--- src/common/st_adapt_pkg.sv ---
//--------------------------------------------------------------------------
// streaming width adapter shared definitions
// widths, vector types and the half-select state encoding
//--------------------------------------------------------------------------

package st_adapt_pkg;

   //-----------------------------------------------------------------------
   // widths
   //-----------------------------------------------------------------------

   // input beat, eight bytes
   localparam int IN_W = 64;
   // output word, four bytes
   localparam int OUT_W = 32;

   // unused byte counts on the last beat / word
   localparam int IN_EMPTY_W = 3;
   localparam int OUT_EMPTY_W = 2;

   // bytes per output word
   // a last beat with at least this many empty bytes ends on the upper word
   localparam int HALF_BYTES = 4;

   //-----------------------------------------------------------------------
   // types
   //-----------------------------------------------------------------------

   typedef logic [IN_W-1:0] beat_t;
   typedef logic [OUT_W-1:0] word_t;
   typedef logic [IN_EMPTY_W-1:0] in_empty_t;
   typedef logic [OUT_EMPTY_W-1:0] out_empty_t;

   // which half of the held beat goes out next
   typedef enum logic {
      HALF_UPPER = 1'b0,
      HALF_LOWER = 1'b1
   } half_e;

endpackage

--- src/st_tx_64_to_32/st_in_stage.sv ---
//--------------------------------------------------------------------------
// input register stage of the 64 to 32 bit adapter
// holds one input beat until the half-select FSM has used it up
//--------------------------------------------------------------------------

`timescale 1ns/1ps

module st_in_stage (
   input  logic                   clk,
   input  logic                   reset_n,
   // upstream streaming side
   input  logic                   in_valid,
   output logic                   in_ready,
   input  st_adapt_pkg::beat_t    in_data,
   input  logic                   in_startofpacket,
   input  logic                   in_endofpacket,
   input  st_adapt_pkg::in_empty_t in_empty,
   input  logic                   in_error,
   // from half select
   input  logic                   beat_done,
   // held beat
   output logic                   held_valid,
   output st_adapt_pkg::beat_t    held_data,
   output logic                   held_sop,
   output logic                   held_eop,
   output st_adapt_pkg::in_empty_t held_empty,
   output logic                   held_error
);

   // free slot, or the current beat leaves this cycle
   assign in_ready = beat_done | ~held_valid;

   //-----------------------------------------------------------------------
   // valid and packet markers
   //-----------------------------------------------------------------------

   always_ff @(posedge clk or negedge reset_n) begin
      if (!reset_n) begin
         held_valid <= 1'b0;
         held_sop   <= 1'b0;
         held_eop   <= 1'b0;
         held_empty <= '0;
         held_error <= 1'b0;
      end else if (in_ready) begin
         // idle input simply empties the slot
         held_valid <= in_valid;
         held_sop   <= in_startofpacket;
         held_eop   <= in_endofpacket;
         held_error <= in_error;
         // empty only counts on an end of packet
         if (in_endofpacket) begin
            held_empty <= in_empty;
         end else begin
            held_empty <= '0;
         end
      end
   end

   // payload bytes
   always_ff @(posedge clk) begin
      if (in_ready) begin
         held_data <= in_data;
      end
   end

   //-----------------------------------------------------------------------
   // checks
   //-----------------------------------------------------------------------

   // half select may only retire a beat that is actually held
   a_done_needs_beat : assert property (
      @(posedge clk) disable iff (!reset_n)
      beat_done |-> held_valid
   );

endmodule

--- src/st_tx_64_to_32/st_half_select.sv ---
//--------------------------------------------------------------------------
// half-select FSM of the 64 to 32 bit adapter
// splits the held beat into upper and lower words with eop and empty
//--------------------------------------------------------------------------

`timescale 1ns/1ps

module st_half_select (
   input  logic                    clk,
   input  logic                    reset_n,
   // held beat from the input stage
   input  logic                    held_valid,
   input  st_adapt_pkg::beat_t     held_data,
   input  logic                    held_sop,
   input  logic                    held_eop,
   input  st_adapt_pkg::in_empty_t held_empty,
   input  logic                    held_error,
   // output register can take a word
   input  logic                    load_ok,
   output logic                    beat_done,
   // next word for the output stage
   output logic                    word_valid,
   output st_adapt_pkg::word_t     word_data,
   output logic                    word_sop,
   output logic                    word_eop,
   output st_adapt_pkg::out_empty_t word_empty,
   output logic                    word_error
);

   st_adapt_pkg::half_e state;
   st_adapt_pkg::half_e state_nxt;

   // a word moves on to the output register this cycle
   logic advance;
   // last beat short enough to end on the upper word
   logic short_last;

   assign advance = load_ok & held_valid;
   assign short_last = held_eop & (held_empty >= st_adapt_pkg::HALF_BYTES);

   //-----------------------------------------------------------------------
   // state register
   //-----------------------------------------------------------------------

   always_ff @(posedge clk or negedge reset_n) begin
      if (!reset_n) begin
         state <= st_adapt_pkg::HALF_UPPER;
      end else begin
         state <= state_nxt;
      end
   end

   //-----------------------------------------------------------------------
   // word select and next state
   //-----------------------------------------------------------------------

   always_comb begin
      state_nxt  = state;
      beat_done  = 1'b0;
      word_sop   = 1'b0;
      word_eop   = 1'b0;
      word_empty = '0;
      // big-endian, first byte sits in the top lane
      word_data  = held_data[st_adapt_pkg::IN_W-1 -: st_adapt_pkg::OUT_W];

      case (state)
         st_adapt_pkg::HALF_UPPER: begin
            // sop belongs to the first word only
            word_sop = held_valid & held_sop;
            if (short_last) begin
               word_eop = held_valid;
               // four or more spare bytes, drop the lower word entirely
               word_empty = st_adapt_pkg::out_empty_t'(
                  held_empty - st_adapt_pkg::in_empty_t'(st_adapt_pkg::HALF_BYTES));
            end
            if (advance) begin
               if (short_last) begin
                  beat_done = 1'b1;
               end else begin
                  state_nxt = st_adapt_pkg::HALF_LOWER;
               end
            end
         end

         st_adapt_pkg::HALF_LOWER: begin
            word_data = held_data[st_adapt_pkg::OUT_W-1:0];
            if (held_eop) begin
               word_eop = held_valid;
               // fewer than four spare bytes, count fits in two bits
               word_empty = held_empty[st_adapt_pkg::OUT_EMPTY_W-1:0];
            end
            if (advance) begin
               beat_done = 1'b1;
               state_nxt = st_adapt_pkg::HALF_UPPER;
            end
         end

         default: begin
            state_nxt = st_adapt_pkg::HALF_UPPER;
         end
      endcase
   end

   // output stage decides when it actually loads
   assign word_valid = held_valid;
   // error rides on every word of the beat
   assign word_error = held_error;

   //-----------------------------------------------------------------------
   // checks
   //-----------------------------------------------------------------------

   a_empty_only_on_eop : assert property (
      @(posedge clk) disable iff (!reset_n)
      (word_valid && (word_empty != '0)) |-> word_eop
   );

endmodule

--- src/st_tx_64_to_32/st_out_stage.sv ---
//--------------------------------------------------------------------------
// output register stage of the 64 to 32 bit adapter
// ready/valid source for 32-bit words, holds under back-pressure
//--------------------------------------------------------------------------

`timescale 1ns/1ps

module st_out_stage (
   input  logic                     clk,
   input  logic                     reset_n,
   // word from half select
   input  logic                     word_valid,
   input  st_adapt_pkg::word_t      word_data,
   input  logic                     word_sop,
   input  logic                     word_eop,
   input  st_adapt_pkg::out_empty_t word_empty,
   input  logic                     word_error,
   output logic                     load_ok,
   // downstream streaming side
   input  logic                     out_ready,
   output logic                     out_valid,
   output st_adapt_pkg::word_t      out_data,
   output logic                     out_startofpacket,
   output logic                     out_endofpacket,
   output st_adapt_pkg::out_empty_t out_empty,
   output logic                     out_error
);

   // sink takes the current word, or nothing is held
   assign load_ok = out_ready | ~out_valid;

   //-----------------------------------------------------------------------
   // output registers
   //-----------------------------------------------------------------------

   always_ff @(posedge clk or negedge reset_n) begin
      if (!reset_n) begin
         out_valid         <= 1'b0;
         out_startofpacket <= 1'b0;
         out_endofpacket   <= 1'b0;
         out_empty         <= '0;
         out_error         <= 1'b0;
      end else if (load_ok) begin
         out_valid         <= word_valid;
         out_startofpacket <= word_sop;
         out_endofpacket   <= word_eop;
         out_empty         <= word_empty;
         out_error         <= word_error;
      end
   end

   // data lanes
   always_ff @(posedge clk) begin
      if (load_ok) begin
         out_data <= word_data;
      end
   end

   //-----------------------------------------------------------------------
   // checks
   //-----------------------------------------------------------------------

   // stalled word stays put until the sink takes it
   a_hold_on_stall : assert property (
      @(posedge clk) disable iff (!reset_n)
      (out_valid && !out_ready) |=>
         (out_valid && $stable(out_data) && $stable(out_startofpacket) &&
          $stable(out_endofpacket) && $stable(out_empty) && $stable(out_error))
   );

endmodule

--- src/st_tx_64_to_32/st_tx_64_to_32.sv ---
//--------------------------------------------------------------------------
// transmit streaming width adapter, 64-bit beats in, 32-bit words out
//--------------------------------------------------------------------------

`timescale 1ns/1ps

module st_tx_64_to_32 (
   input  logic                     clk,
   input  logic                     reset_n,
   // 64-bit sink
   input  logic                     in_valid,
   output logic                     in_ready,
   input  st_adapt_pkg::beat_t      in_data,
   input  logic                     in_startofpacket,
   input  logic                     in_endofpacket,
   input  st_adapt_pkg::in_empty_t  in_empty,
   input  logic                     in_error,
   // 32-bit source
   input  logic                     out_ready,
   output logic                     out_valid,
   output st_adapt_pkg::word_t      out_data,
   output logic                     out_startofpacket,
   output logic                     out_endofpacket,
   output st_adapt_pkg::out_empty_t out_empty,
   output logic                     out_error
);

   // held beat
   logic                     held_valid;
   st_adapt_pkg::beat_t      held_data;
   logic                     held_sop;
   logic                     held_eop;
   st_adapt_pkg::in_empty_t  held_empty;
   logic                     held_error;
   logic                     beat_done;

   // selected word
   logic                     word_valid;
   st_adapt_pkg::word_t      word_data;
   logic                     word_sop;
   logic                     word_eop;
   st_adapt_pkg::out_empty_t word_empty;
   logic                     word_error;
   logic                     load_ok;

   //-----------------------------------------------------------------------
   // stages
   //-----------------------------------------------------------------------

   st_in_stage u_in (
      .clk              (clk),
      .reset_n          (reset_n),
      .in_valid         (in_valid),
      .in_ready         (in_ready),
      .in_data          (in_data),
      .in_startofpacket (in_startofpacket),
      .in_endofpacket   (in_endofpacket),
      .in_empty         (in_empty),
      .in_error         (in_error),
      .beat_done        (beat_done),
      .held_valid       (held_valid),
      .held_data        (held_data),
      .held_sop         (held_sop),
      .held_eop         (held_eop),
      .held_empty       (held_empty),
      .held_error       (held_error)
   );

   st_half_select u_sel (
      .clk        (clk),
      .reset_n    (reset_n),
      .held_valid (held_valid),
      .held_data  (held_data),
      .held_sop   (held_sop),
      .held_eop   (held_eop),
      .held_empty (held_empty),
      .held_error (held_error),
      .load_ok    (load_ok),
      .beat_done  (beat_done),
      .word_valid (word_valid),
      .word_data  (word_data),
      .word_sop   (word_sop),
      .word_eop   (word_eop),
      .word_empty (word_empty),
      .word_error (word_error)
   );

   st_out_stage u_out (
      .clk               (clk),
      .reset_n           (reset_n),
      .word_valid        (word_valid),
      .word_data         (word_data),
      .word_sop          (word_sop),
      .word_eop          (word_eop),
      .word_empty        (word_empty),
      .word_error        (word_error),
      .load_ok           (load_ok),
      .out_ready         (out_ready),
      .out_valid         (out_valid),
      .out_data          (out_data),
      .out_startofpacket (out_startofpacket),
      .out_endofpacket   (out_endofpacket),
      .out_empty         (out_empty),
      .out_error         (out_error)
   );

endmodule

--- config.mk ---
export PLATFORM = sky130hd
export DESIGN_NAME = st_tx_64_to_32
export DESIGN_NICKNAME = d
export VERILOG_FILES = /design/src/common/st_adapt_pkg.sv /design/src/st_tx_64_to_32/st_in_stage.sv /design/src/st_tx_64_to_32/st_half_select.sv /design/src/st_tx_64_to_32/st_out_stage.sv /design/src/st_tx_64_to_32/st_tx_64_to_32.sv
export SDC_FILE = /design/constraint.sdc
export NUM_CORES = 1
export LEC_CHECK = 0
export BUFFER_PORTS_ARGS = -buffer_cell sky130_fd_sc_hd__buf_2
export CAP_MARGIN = 20
export CORE_ASPECT_RATIO = 0.9
export CORE_MARGIN = 4
export CORE_UTILIZATION = 45
export CTS_BUF_LIST = sky130_fd_sc_hd__clkbuf_4 sky130_fd_sc_hd__clkbuf_8 sky130_fd_sc_hd__clkbuf_16
export DETAILED_ROUTE_END_ITERATION = 12
export PLACE_DENSITY = 0.79
export SETUP_SLACK_MARGIN = 0.3
export SLEW_MARGIN = 5
export SYNTH_ARGS = -nofsm -noshare
export SYNTH_HDL_FRONTEND = slang
export SYNTH_SLANG_ARGS = --single-unit
--- constraint.sdc ---
create_clock -name clk -period 4.7 [get_ports clk]
set_input_delay 0.47 -clock clk [delete_from_list [all_inputs] [get_ports clk]]
set_output_delay 0.47 -clock clk [all_outputs]
set_load 0.005 [all_outputs]
==> key figures <==
Drt
  • Routed WL: 6690 um
  • Post-route ant nets: 0
  • Total number of vias: 1961
  • Vias/cell: 4.64
  • # DRC: 0
  • Routed wire length per instance: 15.8 um
  • Drt pass-1 iters: 4
  • Starting DRC count in detailed routing: 45

Final layout
  • Footprint of the multi-input gates: 576 um^2
  • Final Util: 0.589
  • Nets: 377
  • Synth-to-layout area growth: 25.1%
  • Storage element area: 3230 um^2
  • Layout cell share with drive strength beyond 1: 0.555
  • # diodes: 0
  • Fill cells: 656

Synthesis
  • Mapped cell area: 3850 um^2
  • Seq cells post-synth: 110
  • Ys Warns: 0
  • Cells after synthesis: 180
  • Syn Nets: 254
  • Sequential share of the synthesized area: 0.839
  • Mean Syn Cell Area: 21.4 um^2
  • Post-synth cell types: 15

Placement
  • Routability congestion estimate: 0.774
  • Post-DP HPWL: 4650 um
  • Dpl ws: 2.26 ns
  • IO buf count: 112

Worst setup path
  • Maximum fanout along the worst path: 26
  • Critical path data arrival time: 2.19 ns
  • Reg2reg path depth: 4
  • CP Capture Type: output port
  • Startpoint types: register
  • Crit path kind: register to output port
  • Worst Path Required: 4.23 ns

Clock network
  • Root Buffer: clkbuf_8
  • Resized cells post-CTS: 0
  • CTS tree: yes
  • TritonCTS Buffers: 9
  • Worst skew pair latency: 0.35 ns
  • Max Root-Sink Buffers: 2
  • CTS sink count: 110
  • Clock-pin slew on the worst setup and hold paths: 0.10 ns
  • Htree depth: 3
  • Post-CTS Setup Inserts: 0

Min path
  • HP Class: primary input to register
  • Hold depth: 1

Outcome
  • Status: finished, final reports clean

Die
  • Die height: 95.8 um
  • Core area: 8180 um^2
  • Starting Density: 0.471
  • Die area: 10100 um^2
  • # IOs: 113
  • Std cell rows: 31
  • Die X-Extent: 106 um

Pwr
  • Leak: 1.95 nW
  • PD cells: 608 nW/um^2
  • Max IR drop VDD: 0.285 mV

Global route
  • Gr usage total: 0.139
  • Initial antenna violation count: 0
  • Gr ovfl total: 0
  • Largest net degree at the start of global routing: 36
  • First-pass GRT wire length: 10500 um
  • Via count of the first global-routing pass: 2162

Job
  • Max_cap viols: 0

STA
  • Final Slew Violations: 0
  • Final Setup Violations: 0
  • Worst slew pin tran: 0.796 ns
  • Max_slew headroom: 0.467
  • Final hold violations: 0
  • Clock skew: 0.00911 ns
  • RSZ-0062 raised after global routing: false
  • Setup TNS: 0 ns
  • Min cycle time layout: 2.66 ns
  • Tcrit/Tclk final: 0.566
  • Maximum clock rate: 0.376 GHz
  • Final Worst Setup Slack: 2.04 ns
[layer usage]
layer  up-vias  wire, um  global-route usage
li1        933         -                   -
met1       950      2840               0.174
met2        72      3320               0.233
met3         6       467              0.0570
met4         0        57              0.0291
met5         -         0                   0
[logic make-up (layout without fill, tap and decap cells)]
group / Yosys count / in the layout / share of synthesized area
AOI/OAI and AO/OA: 7 / 7 / 0.0149
buffers and inverters: 9 / 137 / 0.0120
DFF: 110 / 110 / 0.839
muxes: 39 / 39 / 0.116
and+or+nand+nor: 15 / 15 / 0.0185
[final timing paths]
kind	start	to	slack [ns]
max	u_out.out_valid	in_ready	2.04
min	in_data[31]	u_in.held_data[31]	0.29
max reg2reg	u_out.out_valid	u_in.held_sop	2.60
min reg2reg	u_in.held_error	u_out.out_error	0.51
max in group asynchronous	reset_n	u_in.held_sop	3.93
min in group asynchronous	reset_n	u_out.out_empty[1]	0.54
[through the flow]
| stage | area [um^2] | power (mW) | std cells | hold WS (ns) |
|---|---|---|---|---|
| CTS | 4820 | 2.98 | 423 | 0.265 |
| floorplan | 3850 | 2.05 | 180 | 0.174 |
| finish | 4820 | 2.93 | 423 | 0.287 |
| detailed placement | 4560 | 2.34 | 406 | 0.379 |
| global route | 4820 | 3.10 | 423 | 0.250 |
| global placement | 4560 | 2.30 | 406 | 0.376 |
[Yosys cell counts]
library cell  number  area share
buf_6              1      0.0029
nand2b_1           2      0.0032
inv_1              4      0.0039
mux2i_1            3      0.0078
a21oi_2            1      0.0023
o21ai_4            1      0.0042
mux2_2            33       0.096
o21ai_0            2      0.0026
o31ai_1            3      0.0058
mux2_4             3       0.012
edfxtp_1          96        0.75
nand2_1           12       0.012
nor2b_4            1      0.0036
buf_2              4      0.0052
dfrtp_1           14       0.091
[registers in the layout, indices dropped and copies added (netlist names)]
name / flops
u_in.held_error: 1
u_in.held_eop: 1
u_out.out_valid: 1
u_in.held_data: 64
u_out.out_startofpacket: 1
u_in.held_empty: 3
u_out.out_endofpacket: 1
u_in.held_valid: 1
u_out.out_data: 32
u_out.out_error: 1
u_out.out_empty: 2
u_in.held_sop: 1
u_sel.state: 1
[worst max-delay path, cell delays in order, from the launching register on]
cell     delay [ns]
dfrtp_1        0.40
nor2b_4        0.17
o21ai_4        0.65
buf_4          0.45
buf_2          0.18
[cells in the final DEF, fill, tap and decap left out]
cell type | synthesis | routed
a21oi_2 | 1 | 1
buf_2 | 4 | 112
buf_4 | 0 | 4
clkbuf_16 | 0 | 4
clkbuf_4 | 0 | 2
clkbuf_8 | 0 | 10
dfrtp_1 | 14 | 14
dlygate4sd3_1 | 0 | 1
edfxtp_1 | 96 | 96
inv_1 | 4 | 4
mux2_2 | 33 | 33
mux2_4 | 3 | 3
mux2i_1 | 3 | 3
nand2_1 | 12 | 12
nand2b_1 | 2 | 2
nor2b_4 | 1 | 1
o21ai_0 | 2 | 2
o21ai_4 | 1 | 1
o31ai_1 | 3 | 3
[cell type report]
| class | count | area share |
|---|---|---|
| Tap cell | 115 | 0.0298 |
| Timing Repair Buffer | 117 | 0.125 |
| Multi-Input combinational cell | 61 | 0.119 |
| Clock buffer | 16 | 0.0524 |
| Inverter | 4 | 0.00311 |
| Sequential cell | 110 | 0.671 |
[what timing repair did]
item | CTS | global route
endpoints found under the hold margin | 14 | 0
hold buffers | 1 | 0
endpoints found under the setup margin | 0 | 0
[power breakdown]
| part | total, mW | switching, mW | internal, mW |
|---|---|---|---|
| Sequential | 1.60 | 0.0951 | 1.51 |
| Clock | 0.637 | 0.288 | 0.349 |
| Combinational | 0.688 | 0.358 | 0.330 |
| Total | 2.93 | 0.741 | 2.19 |
Power figures use the tool's default switching activity.
